**src/logic/chdr_pkg.sv**
```systemverilog
// CHDR packet format definitions
// Bus and EPID widths, packet type codes, header and management header views
`default_nettype none

package chdr_pkg;

  // --------------------
  // Widths and codes
  // --------------------

  // Width of one CHDR bus word
  localparam int CHDR_W = 64;

  // Endpoint IDs are 16 bits wide everywhere in the network
  localparam int EPID_W = 16;

  // Packet type code carried by management packets
  localparam logic [2:0] PKT_TYPE_MGMT = 3'd1;

  // Discovery packets are addressed to this endpoint
  localparam logic [EPID_W-1:0] NULL_EPID = 16'd0;

  // --------------------
  // Word views
  // --------------------

  // First word of every CHDR packet
  typedef struct packed {
    logic [5:0]        vc;
    logic              eob;
    logic              eov;
    logic [2:0]        pkt_type;
    logic [4:0]        num_mdata;
    logic [15:0]       seq_num;
    logic [15:0]       length;
    logic [EPID_W-1:0] dst_epid;
  } chdr_header_t;

  // Second word of a management packet
  typedef struct packed {
    logic [15:0]       prot_ver;
    logic [2:0]        chdr_w;
    logic [18:0]       rsvd;
    logic [9:0]        num_hops;
    logic [EPID_W-1:0] src_epid;
  } mgmt_header_t;

  // One bus word, seen as a CHDR header on the first beat and as a
  // management header on the second beat of a management packet
  typedef union packed {
    chdr_header_t hdr;
    mgmt_header_t mgmt;
  } chdr_word_u;

endpackage

`default_nettype wire

```
**src/logic/rtn_table_pkg.sv**
```systemverilog
// Return-address table definitions
// Table depth, entry index width and stored tuser width
`default_nettype none

package rtn_table_pkg;

  // Width of the transport metadata stored per endpoint
  localparam int USER_W = 16;

  // Number of entries in the table
  localparam int TBL_DEPTH = 8;

  // Index width for one entry out of TBL_DEPTH
  localparam int TBL_IDX_W = 3;

endpackage

`default_nettype wire

```
**src/logic/rtn_addr_learner.sv**
```systemverilog
// Ingress pass-through with management packet snooping
// Issues a table insert for each management packet seen
`default_nettype none

module rtn_addr_learner (
  input  logic                              clk,
  input  logic                              rst,
  input  chdr_pkg::chdr_word_u              i_tdata,
  input  logic [rtn_table_pkg::USER_W-1:0]  i_tuser,
  input  logic                              i_tlast,
  input  logic                              i_tvalid,
  input  logic                              i_tready,
  output logic                              o_tready,
  output logic [chdr_pkg::CHDR_W-1:0]       o_tdata,
  output logic                              o_tlast,
  output logic                              o_tvalid,
  output logic                              o_ins_stb,
  output logic [chdr_pkg::EPID_W-1:0]       o_ins_key,
  output logic [rtn_table_pkg::USER_W-1:0]  o_ins_val
);

  logic                             xfer;
  logic                             hdr_beat;
  logic                             armed;
  logic [rtn_table_pkg::USER_W-1:0] tuser_cap;

  // The stream itself passes without any register in the way
  assign o_tdata  = i_tdata;
  assign o_tlast  = i_tlast;
  assign o_tvalid = i_tvalid;
  assign o_tready = i_tready;

  assign xfer = i_tvalid && i_tready;

  // Beat tracking and the insert pulse
  // A management header with more beats to follow arms the learner, and the
  // very next beat fires the insert one cycle after it is transferred
  always_ff @(posedge clk) begin
    if (rst) begin
      hdr_beat  <= 1'b1;
      armed     <= 1'b0;
      o_ins_stb <= 1'b0;
    end else begin
      o_ins_stb <= 1'b0;
      if (xfer) begin
        hdr_beat <= i_tlast;
        if (hdr_beat) begin
          // Header-only packets carry no source EPID and are skipped
          armed <= (i_tdata.hdr.pkt_type == chdr_pkg::PKT_TYPE_MGMT) && !i_tlast;
        end else begin
          armed     <= 1'b0;
          o_ins_stb <= armed;
        end
      end
    end
  end

  // Captured tuser and the insert key and value
  always_ff @(posedge clk) begin
    if (xfer && hdr_beat) begin
      tuser_cap <= i_tuser;
    end
    if (xfer && !hdr_beat && armed) begin
      o_ins_key <= i_tdata.mgmt.src_epid;
      o_ins_val <= tuser_cap;
    end
  end

endmodule

`default_nettype wire

```
**src/logic/disc_filter.sv**
```systemverilog
// Discovery packet filter on the RFNoC side
// Drops management packets addressed to the null EPID
`default_nettype none

module disc_filter (
  input  logic                        clk,
  input  logic                        rst,
  input  chdr_pkg::chdr_word_u        i_tdata,
  input  logic                        i_tlast,
  input  logic                        i_tvalid,
  input  logic                        i_tready,
  output logic                        o_tready,
  output logic [chdr_pkg::CHDR_W-1:0] o_tdata,
  output logic                        o_tlast,
  output logic                        o_tvalid
);

  logic hdr_beat;
  logic is_disc;
  logic drop_r;
  logic drop;
  logic xfer;

  // Discovery packets are management packets sent to the null EPID
  assign is_disc = (i_tdata.hdr.pkt_type == chdr_pkg::PKT_TYPE_MGMT) &&
                   (i_tdata.hdr.dst_epid == chdr_pkg::NULL_EPID);

  // The header decides for itself, later beats follow the stored decision
  assign drop = hdr_beat ? is_disc : drop_r;

  // A dropped beat is taken at once and never shown downstream
  assign o_tdata  = i_tdata;
  assign o_tlast  = i_tlast;
  assign o_tvalid = i_tvalid && !drop;
  assign o_tready = drop || i_tready;

  assign xfer = i_tvalid && o_tready;

  always_ff @(posedge clk) begin
    if (rst) begin
      hdr_beat <= 1'b1;
      drop_r   <= 1'b0;
    end else if (xfer) begin
      hdr_beat <= i_tlast;
      // Hold the header decision until tlast goes by
      if (hdr_beat) begin
        drop_r <= is_disc;
      end
    end
  end

endmodule

`default_nettype wire

```
**src/logic/egress_tagger.sv**
```systemverilog
// Egress tagger toward the transport
// Holds each packet at its header until the table returns its tuser
`default_nettype none

module egress_tagger (
  input  logic                              clk,
  input  logic                              rst,
  input  chdr_pkg::chdr_word_u              i_tdata,
  input  logic                              i_tlast,
  input  logic                              i_tvalid,
  input  logic                              i_xport_tready,
  input  logic                              i_done_stb,
  input  logic                              i_match,
  input  logic [rtn_table_pkg::USER_W-1:0]  i_val,
  output logic                              o_tready,
  output logic [chdr_pkg::CHDR_W-1:0]       o_xport_tdata,
  output logic [rtn_table_pkg::USER_W-1:0]  o_xport_tuser,
  output logic                              o_xport_tlast,
  output logic                              o_xport_tvalid,
  output logic                              o_lookup_stb,
  output logic [chdr_pkg::EPID_W-1:0]       o_lookup_key
);

  // Controller state, idle when neither flag is set
  logic st_wait;
  logic st_pass;
  logic st_idle;
  logic xfer;

  assign st_idle = !st_wait && !st_pass;

  // --------------------
  // Output stream
  // --------------------

  // Nothing moves until the tuser is known, then words flow freely
  assign o_xport_tdata  = i_tdata;
  assign o_xport_tlast  = i_tlast;
  assign o_xport_tvalid = st_pass && i_tvalid;
  assign o_tready       = st_pass && i_xport_tready;

  assign xfer = st_pass && i_tvalid && i_xport_tready;

  // --------------------
  // Controller
  // --------------------

  always_ff @(posedge clk) begin
    if (rst) begin
      st_wait      <= 1'b0;
      st_pass      <= 1'b0;
      o_lookup_stb <= 1'b0;
    end else begin
      o_lookup_stb <= 1'b0;
      if (st_idle) begin
        // A waiting header starts one search
        if (i_tvalid) begin
          o_lookup_stb <= 1'b1;
          st_wait      <= 1'b1;
        end
      end else if (st_wait) begin
        if (i_done_stb) begin
          st_wait <= 1'b0;
          st_pass <= 1'b1;
        end
      end else if (xfer && i_tlast) begin
        st_pass <= 1'b0;
      end
    end
  end

  // Search key and result tuser
  // The tuser stays put until the next packet's search completes
  always_ff @(posedge clk) begin
    if (st_idle && i_tvalid) begin
      o_lookup_key <= i_tdata.hdr.dst_epid;
    end
    if (st_wait && i_done_stb) begin
      o_xport_tuser <= i_match ? i_val : '0;
    end
  end

endmodule

`default_nettype wire

```
**src/logic/rtn_table_alloc.sv**
```systemverilog
// Slot allocator for table inserts
// Lowest free entry first, round-robin replacement when the table is full
`default_nettype none

module rtn_table_alloc (
  input  logic                                clk,
  input  logic                                rst,
  input  logic                                i_ins_stb,
  input  logic [rtn_table_pkg::TBL_DEPTH-1:0] i_valid_vec,
  output logic [rtn_table_pkg::TBL_DEPTH-1:0] o_wr_en
);

  logic [rtn_table_pkg::TBL_IDX_W-1:0] rr_ptr;
  logic [rtn_table_pkg::TBL_IDX_W-1:0] free_idx;
  logic [rtn_table_pkg::TBL_IDX_W-1:0] slot;
  logic                                full;

  // Find the lowest-indexed invalid entry
  // Scanning downward lets the lowest index win
  always_comb begin
    free_idx = '0;
    full     = 1'b1;
    for (int i = rtn_table_pkg::TBL_DEPTH - 1; i >= 0; i--) begin
      if (!i_valid_vec[i]) begin
        free_idx = rtn_table_pkg::TBL_IDX_W'(i);
        full     = 1'b0;
      end
    end
  end

  assign slot = full ? rr_ptr : free_idx;

  // Exactly one write enable per insert, none otherwise
  always_comb begin
    o_wr_en = '0;
    if (i_ins_stb) begin
      o_wr_en[slot] = 1'b1;
    end
  end

  // Replacement pointer moves only when it was used
  // It wraps naturally since the depth is a power of two
  always_ff @(posedge clk) begin
    if (rst) begin
      rr_ptr <= '0;
    end else if (i_ins_stb && full) begin
      rr_ptr <= rr_ptr + 1'b1;
    end
  end

endmodule

`default_nettype wire

```
**src/logic/rtn_table_entry.sv**
```systemverilog
// One return-address table entry with its own key comparator
`default_nettype none

module rtn_table_entry (
  input  logic                              clk,
  input  logic                              rst,
  input  logic                              i_wr_en,
  input  logic                              i_ins_stb,
  input  logic [chdr_pkg::EPID_W-1:0]       i_ins_key,
  input  logic [rtn_table_pkg::USER_W-1:0]  i_ins_val,
  input  logic                              i_lookup_stb,
  input  logic [chdr_pkg::EPID_W-1:0]       i_lookup_key,
  output logic                              o_valid,
  output logic                              o_hit,
  output logic [rtn_table_pkg::USER_W-1:0]  o_val
);

  logic [chdr_pkg::EPID_W-1:0] key_r;

  always_ff @(posedge clk) begin
    if (rst) begin
      o_valid <= 1'b0;
      o_hit   <= 1'b0;
    end else begin
      if (i_wr_en) begin
        o_valid <= 1'b1;
      end else if (i_ins_stb && (i_ins_key == key_r)) begin
        // The same key is being written elsewhere, so this copy goes stale
        o_valid <= 1'b0;
      end
      // Hit is a pulse that lines up one cycle after the lookup
      o_hit <= i_lookup_stb && o_valid && (i_lookup_key == key_r);
    end
  end

  // Key and value storage
  always_ff @(posedge clk) begin
    if (i_wr_en) begin
      key_r <= i_ins_key;
      o_val <= i_ins_val;
    end
  end

endmodule

`default_nettype wire

```
**src/logic/rtn_table_select.sv**
```systemverilog
// Search result selector
// Folds per-entry hits into one match flag and value
`default_nettype none

module rtn_table_select (
  input  logic                                clk,
  input  logic                                rst,
  input  logic                                i_lookup_stb,
  input  logic [rtn_table_pkg::TBL_DEPTH-1:0] i_hit_vec,
  input  logic [rtn_table_pkg::TBL_DEPTH-1:0][rtn_table_pkg::USER_W-1:0] i_val_vec,
  output logic                                o_done_stb,
  output logic                                o_match,
  output logic [rtn_table_pkg::USER_W-1:0]    o_val
);

  logic                             hits_ready;
  logic [rtn_table_pkg::USER_W-1:0] hit_val;

  // At most one entry hits, so an OR of the masked values picks it out
  always_comb begin
    hit_val = '0;
    for (int i = 0; i < rtn_table_pkg::TBL_DEPTH; i++) begin
      if (i_hit_vec[i]) begin
        hit_val = hit_val | i_val_vec[i];
      end
    end
  end

  // Hits become present one cycle after the lookup pulse
  always_ff @(posedge clk) begin
    if (rst) begin
      hits_ready <= 1'b0;
      o_done_stb <= 1'b0;
    end else begin
      hits_ready <= i_lookup_stb;
      o_done_stb <= hits_ready;
    end
  end

  always_ff @(posedge clk) begin
    o_match <= |i_hit_vec;
    o_val   <= hit_val;
  end

endmodule

`default_nettype wire

```
**src/logic/xport_adapter_top.sv**
```systemverilog
// Transport adapter top level
// Ingress learner, discovery filter, egress tagger and the return-address table
`default_nettype none

module xport_adapter_top (
  input  logic                               clk,
  input  logic                               rst,
  // Transport in
  input  logic [chdr_pkg::CHDR_W-1:0]        i_xport_tdata,
  input  logic [rtn_table_pkg::USER_W-1:0]   i_xport_tuser,
  input  logic                               i_xport_tlast,
  input  logic                               i_xport_tvalid,
  output logic                               o_xport_in_tready,
  // RFNoC out
  output logic [chdr_pkg::CHDR_W-1:0]        o_rfnoc_tdata,
  output logic                               o_rfnoc_tlast,
  output logic                               o_rfnoc_tvalid,
  input  logic                               i_rfnoc_tready,
  // RFNoC in
  input  logic [chdr_pkg::CHDR_W-1:0]        i_rfnoc_tdata,
  input  logic                               i_rfnoc_tlast,
  input  logic                               i_rfnoc_tvalid,
  output logic                               o_rfnoc_in_tready,
  // Transport out
  output logic [chdr_pkg::CHDR_W-1:0]        o_xport_tdata,
  output logic [rtn_table_pkg::USER_W-1:0]   o_xport_tuser,
  output logic                               o_xport_tlast,
  output logic                               o_xport_tvalid,
  input  logic                               i_xport_tready
);

  // Insert strobe from the learner into the table
  logic                              ins_stb;
  logic [chdr_pkg::EPID_W-1:0]       ins_key;
  logic [rtn_table_pkg::USER_W-1:0]  ins_val;

  // Search request from the tagger and the result from the selector
  logic                              lookup_stb;
  logic [chdr_pkg::EPID_W-1:0]       lookup_key;
  logic                              done_stb;
  logic                              match;
  logic [rtn_table_pkg::USER_W-1:0]  match_val;

  // Per-entry state of the table
  logic [rtn_table_pkg::TBL_DEPTH-1:0] wr_en;
  logic [rtn_table_pkg::TBL_DEPTH-1:0] valid_vec;
  logic [rtn_table_pkg::TBL_DEPTH-1:0] hit_vec;
  logic [rtn_table_pkg::TBL_DEPTH-1:0][rtn_table_pkg::USER_W-1:0] val_vec;

  // Filtered RFNoC stream on its way to the tagger
  logic [chdr_pkg::CHDR_W-1:0] f2t_tdata;
  logic                        f2t_tlast;
  logic                        f2t_tvalid;
  logic                        f2t_tready;

  // --------------------
  // Ingress path
  // --------------------

  rtn_addr_learner learner_i (
    .clk       (clk),
    .rst       (rst),
    .i_tdata   (i_xport_tdata),
    .i_tuser   (i_xport_tuser),
    .i_tlast   (i_xport_tlast),
    .i_tvalid  (i_xport_tvalid),
    .i_tready  (i_rfnoc_tready),
    .o_tready  (o_xport_in_tready),
    .o_tdata   (o_rfnoc_tdata),
    .o_tlast   (o_rfnoc_tlast),
    .o_tvalid  (o_rfnoc_tvalid),
    .o_ins_stb (ins_stb),
    .o_ins_key (ins_key),
    .o_ins_val (ins_val)
  );

  // --------------------
  // Egress path
  // --------------------

  disc_filter filter_i (
    .clk      (clk),
    .rst      (rst),
    .i_tdata  (i_rfnoc_tdata),
    .i_tlast  (i_rfnoc_tlast),
    .i_tvalid (i_rfnoc_tvalid),
    .i_tready (f2t_tready),
    .o_tready (o_rfnoc_in_tready),
    .o_tdata  (f2t_tdata),
    .o_tlast  (f2t_tlast),
    .o_tvalid (f2t_tvalid)
  );

  egress_tagger tagger_i (
    .clk            (clk),
    .rst            (rst),
    .i_tdata        (f2t_tdata),
    .i_tlast        (f2t_tlast),
    .i_tvalid       (f2t_tvalid),
    .i_xport_tready (i_xport_tready),
    .i_done_stb     (done_stb),
    .i_match        (match),
    .i_val          (match_val),
    .o_tready       (f2t_tready),
    .o_xport_tdata  (o_xport_tdata),
    .o_xport_tuser  (o_xport_tuser),
    .o_xport_tlast  (o_xport_tlast),
    .o_xport_tvalid (o_xport_tvalid),
    .o_lookup_stb   (lookup_stb),
    .o_lookup_key   (lookup_key)
  );

  // --------------------
  // Return-address table
  // --------------------

  rtn_table_alloc alloc_i (
    .clk         (clk),
    .rst         (rst),
    .i_ins_stb   (ins_stb),
    .i_valid_vec (valid_vec),
    .o_wr_en     (wr_en)
  );

  // One comparator per entry, so a search takes a single cycle for all of them
  for (genvar i = 0; i < rtn_table_pkg::TBL_DEPTH; i++) begin : gen_entry
    rtn_table_entry entry_i (
      .clk          (clk),
      .rst          (rst),
      .i_wr_en      (wr_en[i]),
      .i_ins_stb    (ins_stb),
      .i_ins_key    (ins_key),
      .i_ins_val    (ins_val),
      .i_lookup_stb (lookup_stb),
      .i_lookup_key (lookup_key),
      .o_valid      (valid_vec[i]),
      .o_hit        (hit_vec[i]),
      .o_val        (val_vec[i])
    );
  end

  rtn_table_select select_i (
    .clk          (clk),
    .rst          (rst),
    .i_lookup_stb (lookup_stb),
    .i_hit_vec    (hit_vec),
    .i_val_vec    (val_vec),
    .o_done_stb   (done_stb),
    .o_match      (match),
    .o_val        (match_val)
  );

endmodule

`default_nettype wire

```
**config.mk**
```make
export PLATFORM = sky130hd
export DESIGN_NAME = xport_adapter_top
export DESIGN_NICKNAME = d
export VERILOG_FILES = /design/src/logic/chdr_pkg.sv /design/src/logic/rtn_table_pkg.sv /design/src/logic/rtn_addr_learner.sv /design/src/logic/disc_filter.sv /design/src/logic/egress_tagger.sv /design/src/logic/rtn_table_alloc.sv /design/src/logic/rtn_table_entry.sv /design/src/logic/rtn_table_select.sv /design/src/logic/xport_adapter_top.sv
export SDC_FILE = /design/constraint.sdc
export NUM_CORES = 1
export LEC_CHECK = 0
export ABC_AREA = 1
export BUFFER_PORTS_ARGS = -buffer_cell sky130_fd_sc_hd__buf_4
export CAP_MARGIN = 5
export CORE_MARGIN = 2
export CORE_UTILIZATION = 56
export DETAILED_ROUTE_END_ITERATION = 12
export PLACE_DENSITY = 0.88
export SYNTH_ARGS = -nofsm -noshare
export SYNTH_HDL_FRONTEND = slang
export SYNTH_SLANG_ARGS = --single-unit
```
**constraint.sdc**
```tcl
create_clock -name clk -period 3.8 [get_ports clk]
set_clock_uncertainty 0.2 [all_clocks]
set_input_delay 0.19 -clock clk [delete_from_list [all_inputs] [get_ports clk]]
set_output_delay 0.19 -clock clk [all_outputs]
set_load 0.03 [all_outputs]
```
Yosys cells after proc, flatten, opt, wreduce, memory -nomap -nowiden
Index checks and enable logic that the tools add are counted.

Register bits after elaboration: 382. Output and inout port bits: 150. Word-level logic and storage cells: 197.

Add/sub/neg operators: 1. Order comparisons: 2. Equal/unequal tests: 20. Multiplexer cells: 54. Bitwise gates (word level): 9. Reductions and logical operators: 61.

Operator list (count): == test 16 bit (16); 2-to-1 mux 16 bit (8); bitwise OR 16 bit (7); logical AND 1 bit (41); 2-to-1 mux 1 bit (35); 2-to-1 mux 3 bit (9); nonzero test 2 bit (9); logical NOT 16 bit (1); 2-to-1 mux 8 bit (1); OR reduction 8 bit (1); == test 3 x 1 -> 1 bit, second input constant (2); logical NOT 1 bit (5); < comparator 3 x 4 -> 1 bit, second input constant (1); inequality test 2 x 1 -> 1 bit, second input constant (2); adder 3 x 1 -> 3 bit, second input constant (1); demux 1 bit (select 3 bit) (1); greater-or-equal comparator 3 x 1 -> 1 bit, second input constant (1); AND reduction 3 bit (1); OR reduction 3 bit (1); inverter 1 bit (2); OR reduction 2 bit (1); logical OR 1 bit (1).

Logic depth before layout (Yosys ltp)
Word-level depth: 15. Gate-level depth with buffers: 11. Mapped depth without buffers: 11.

Modules after synthesis
A second synthesis with hierarchy kept.

Cells, all modules: 1867. Area total of the unflattened synthesis: 18492.7 um^2.

Modules (own cells, without submodules): rtn_table_entry (instances 8, cells each 142, area each 1516.5 um^2, seq. area each 1001.0 um^2); rtn_addr_learner (instances 1, cells each 133, area each 2088.3 um^2, seq. area each 1501.4 um^2); egress_tagger (instances 1, cells each 157, area each 1761.7 um^2, seq. area each 1021.0 um^2); rtn_table_select (instances 1, cells each 284, area each 1502.7 um^2, seq. area each 380.4 um^2); disc_filter (instances 1, cells each 100, area each 680.7 um^2, seq. area each 40.0 um^2); rtn_table_alloc (instances 1, cells each 57, area each 327.8 um^2, seq. area each 60.1 um^2).

Worst setup path after synthesis
Ideal clock, no wire load.

Path kind: reg2reg. Start point: register learner_i.armed. End point: register learner_i.o_ins_key[0] (netlist bit) (enable). Library setup time: 461 ps. Arrival: 2582 ps. Path slack: 557 ps. Cell stages (with the launch flop): 3. Period minus slack after synthesis: 3243 ps. Path through: dfxtp_1 > inv_1 > nor3_1.

Word-level cells in the longest chain between the ends: 1.

Ends and longest elaborated chain: start, declared (line rtn_addr_learner.sv:24) `logic armed;`; start signal, assigned (line rtn_addr_learner.sv:49) `armed <= (i_tdata.hdr.pkt_type == chdr_pkg::PKT_TYPE_MGMT) && !i_tlast;`; logical AND 1 bit (line rtn_addr_learner.sv:63) `if (xfer && !hdr_beat && armed) begin`; end signal, assigned (line rtn_addr_learner.sv:64) `o_ins_key <= i_tdata.mgmt.src_epid;`; end, declared (line rtn_addr_learner.sv:18) `output logic [chdr_pkg::EPID_W-1:0] o_ins_key,`.

No other way between the ends. A chain may end at the register's enable or synchronous reset.

Worst setup path after layout
Start point: register learner_i.hdr_beat. End point: register learner_i.armed.

Word-level cells in the longest chain between the ends: 1.

Ends and longest elaborated chain: start, declared (line rtn_addr_learner.sv:23) `logic hdr_beat;`; start signal, assigned (line rtn_addr_learner.sv:46) `hdr_beat <= i_tlast;`; 2-to-1 mux 1 bit (line rtn_addr_learner.sv:47) `if (hdr_beat) begin`.

No other way between the ends.

==> flow_metrics.tcl <==
set metrics [dict create \
    status "complete, no violations" \
    criticalPathCategory "reg2reg" \
    r2r-start "learner_i.hdr_beat$_SDFFE_PP1P_" \
    ys_seq_elements 382 \
    rows 64 \
    dp_slack_ps 1366 \
    die_h_um 179.6 \
    cp.required_ps 4080 \
    clk_latency_ps 550 \
    rrSetupSlack_ps 740 \
    area_growth_pct 13.31 \
    antenna_cells 0 \
    io_pins 302 \
    fp.dieW_um 179.6 \
    final_area_sq_um 19570 \
    crit_arrival_ps 3340 \
    ys_async_sr_fraction_pct 0 \
    io_buffers 121 \
    hold_viol_final 0 \
    critPathBufInv 3 \
    cts_buffer_depth 3 \
    initial_core_util_pct 56.61 \
    root_buffer "clkbuf_16" \
    worst_path_most_repeated_cell "dlygate4sd3_1" \
    synth_cell_types 36 \
    crit_cells 6 \
    fin_crit_sh_pct 80.57 \
    yosys_warnings 0 \
    r2r_cells 6 \
    vias 12272 \
    dieArea_sq_um 32270 \
    hold_end "tagger_i.o_lookup_stb$_SDFF_PP0_" \
    setup_ws_ps 738.4 \
    fin_nets 1823 \
    placed_area_sq_um 17580 \
    max_slew_margin_pct 23.77 \
    critPathMaxFanout 17 \
    dr.pass1.iters 5 \
    viasPerCell 5.852 \
    drt_wl_total_um 54570 \
    grt_pass1_vias 11967 \
    synth_cells 1612 \
    wl_per_cell_um 26.02 \
    core_sq_um 30510 \
    fin_setup_tns_ps 0 \
    cts_setup_buffers 0 \
    syn_nets 1765 \
    grt_max_degree 33 \
    cts.sinks 382 \
    cts_tree "done" \
    layout-drive-gt1-share_pct 14.87 \
    ys_seq_area_share_pct 63.75 \
    synth_edf_count 336 \
    worst_setup_path_start_kind "flop" \
    rr_endpoint "learner_i.armed$_SDFFE_PP0P_" \
    cts_made_buffers 39 \
    ys.flop_type "edfxtp_1" \
    synth_area_sq_um 17270 \
    place_hpwl_um 37670 \
    cp_slowest_cell "nor2_2" \
    final_util_pct 64.15 \
    antenna_found_initial 0 \
    layout_min_cycle_time_ps 3062 \
    gr-total-overflow 0 \
    route.detailed.drc 0 \
    cp-end-kind "flop" \
    p_leak_nw 7.838 \
    worstMarginPinSlew_ps 1142 \
    drt_iter0_markers 1609 \
    critPathMaxStageDelay_ps 870 \
    hold_path_class "in2reg" \
    irDropWorstVdd_uv 372.1 \
    path_clk_slew_ps 60 \
    htreeDepth 2 \
    hold_path_startpoint "i_rfnoc_tdata[55]" \
    grt_usage_pct 33.54 \
    grt_pass1_wl_um 79730 \
    fmax_mhz 326.6 \
    postRouteAntennaNets 0 \
    power_density_nw_per_um2 455.0 \
    finalPower_mw 8.905 \
    fill_cells 2303 \
    avgSynthCellArea_sq_um 10.72 \
    path_cells "inv_1 -> nor2_2 -> nand4_1 -> dlygate4sd3_1 -> a21oi_1 -> dlygate4sd3_1" \
    slew_viol_final 0 \
    gp_congestion 1.025 \
    maxCapViolations 0 \
    rsz0062_at_grt "false" \
    min_path_cells 7 \
    setup_viol 0 \
    cp_top_family "buffers and inverters" \
]
[sequential cells by signal, summed over array words and instances (netlist names), 3 cells and up]
register / cells
alloc_i.rr_ptr: 3
gen_entry.entry_i.key_r: 128
gen_entry.entry_i.o_hit: 8
gen_entry.entry_i.o_val: 128
gen_entry.entry_i.o_valid: 8
learner_i.o_ins_key: 16
learner_i.o_ins_val: 16
learner_i.tuser_cap: 16
select_i.o_val: 16
tagger_i.o_lookup_key: 16
tagger_i.o_xport_tuser: 16
[cell families after synthesis]
| group | synth area share (%) |
|---|---|
| and+or+nand+nor | 15.03 |
| DFF | 63.75 |
| buffers and inverters | 10.79 |
| AOI/OAI and AO/OA | 6.911 |
| xor gates and xnor gates | 3.448 |
| adders and majority gates | 0.07243 |
[how the worst max path moves through the flow]
stage,from,to
finish,learner_i.hdr_beat$_SDFFE_PP1P_,learner_i.armed$_SDFFE_PP0P_
global route,i_rfnoc_tready,learner_i.armed$_SDFFE_PP0P_
detailed placement,gen_entry[5].entry_i.o_valid$_SDFFE_PP0P_,gen_entry[6].entry_i.o_val[6]$_DFFE_PP_
floorplan,learner_i.armed$_SDFFE_PP0P_,learner_i.o_ins_key[0]$_DFFE_PP_
global placement,gen_entry[0].entry_i.o_valid$_SDFFE_PP0P_,gen_entry[6].entry_i.o_val[6]$_DFFE_PP_
CTS,learner_i.hdr_beat$_SDFFE_PP1P_,learner_i.armed$_SDFFE_PP0P_
[where the power goes]
| part | total, mW | switching [mW] | internal (mW) |
|---|---|---|---|
| logic | 0.330 | 0.182 | 0.148 |
| clock network | 4.00 | 1.68 | 2.31 |
| registers | 4.58 | 0.0455 | 4.53 |
| total | 8.91 | 1.91 | 7.00 |
[cell usage in the layout (no fill, tap or decap), types with 13 or more instances in the layout]
cell / n
o22ai_1: 28
xnor2_1: 26
edfxtp_1: 336
buf_4: 137
o21ai_1: 15
inv_1: 143
clkbuf_16: 39
dlygate4sd3_1: 64
a21oi_1: 27
xor2_1: 42
dfxtp_1: 46
inv_2: 22
nand2_1: 424
o21ai_0: 21
nor2_1: 107
nand3_1: 51
nor3_1: 13
a221oi_1: 52
[metrics by stage]
stage	cells	hold WS, ps
after detailed placement	1961	169.5
after global routing	2097	173.1
after global placement	1961	168.4
after CTS	2097	120.0
final	2097	124.4
after floorplan	1612	88.87
[what timing repair did]
item,in CTS,in global routing
endpoints found under the setup margin,0,0
endpoints found under the hold margin,68,0
gates resized for setup,0,0
hold buffers,64,0
[area by class of cell]
class / instances / area [sq um] / share of cell area (%)
inverter: 166 / 623.1 / 3.184
timing repair buffer: 202 / 1689 / 8.630
multi-input combinational: 879 / 4405 / 22.51
clock inverter: 19 / 230.2 / 1.176
clock buffer: 53 / 1119 / 5.715
tap: 396 / 495.5 / 2.531
sequential: 382 / 11010 / 56.26
[worst min-delay path, delay by kind of cell]
| family | cells | cell delay, ps |
|---|---|---|
| buffers and inverters | 1 | 80 |
| AND/OR/NAND/NOR | 6 | 530 |
[routing by layer]
layer / up-vias / track usage (%) / part of all wire (%)
met5: - / 0 / 0
met4: 0 / 12.55 / 3.7
li1: 5440 / - / -
met2: 772 / 54.27 / 48
met1: 5910 / 44.74 / 38
met3: 150 / 7.455 / 11
[cells in the mapped netlist, types with 5 or more instances]
library cell / instances / area, sq um
a21oi_1: 27 / 135.1
a221oi_1: 52 / 455.4
a22o_1: 10 / 87.58
buf_2: 38 / 190.2
buf_4: 133 / 998.5
clkbuf_1: 14 / 52.55
dfxtp_1: 46 / 920.9
edfxtp_1: 336 / 10090
inv_1: 143 / 536.8
inv_2: 22 / 82.58
nand2_1: 424 / 1592
nand2_2: 9 / 56.30
nand3_1: 51 / 255.2
nand4_1: 11 / 68.82
nor2_1: 108 / 405.4
nor3_1: 14 / 70.07
nor4_1: 5 / 31.28
o21ai_0: 21 / 105.1
o21ai_1: 15 / 75.07
o221ai_1: 8 / 70.07
o22ai_1: 28 / 175.2
or2_2: 6 / 37.54
xnor2_1: 26 / 227.7
xor2_1: 42 / 367.9
Power figures use the tool's default switching activity.
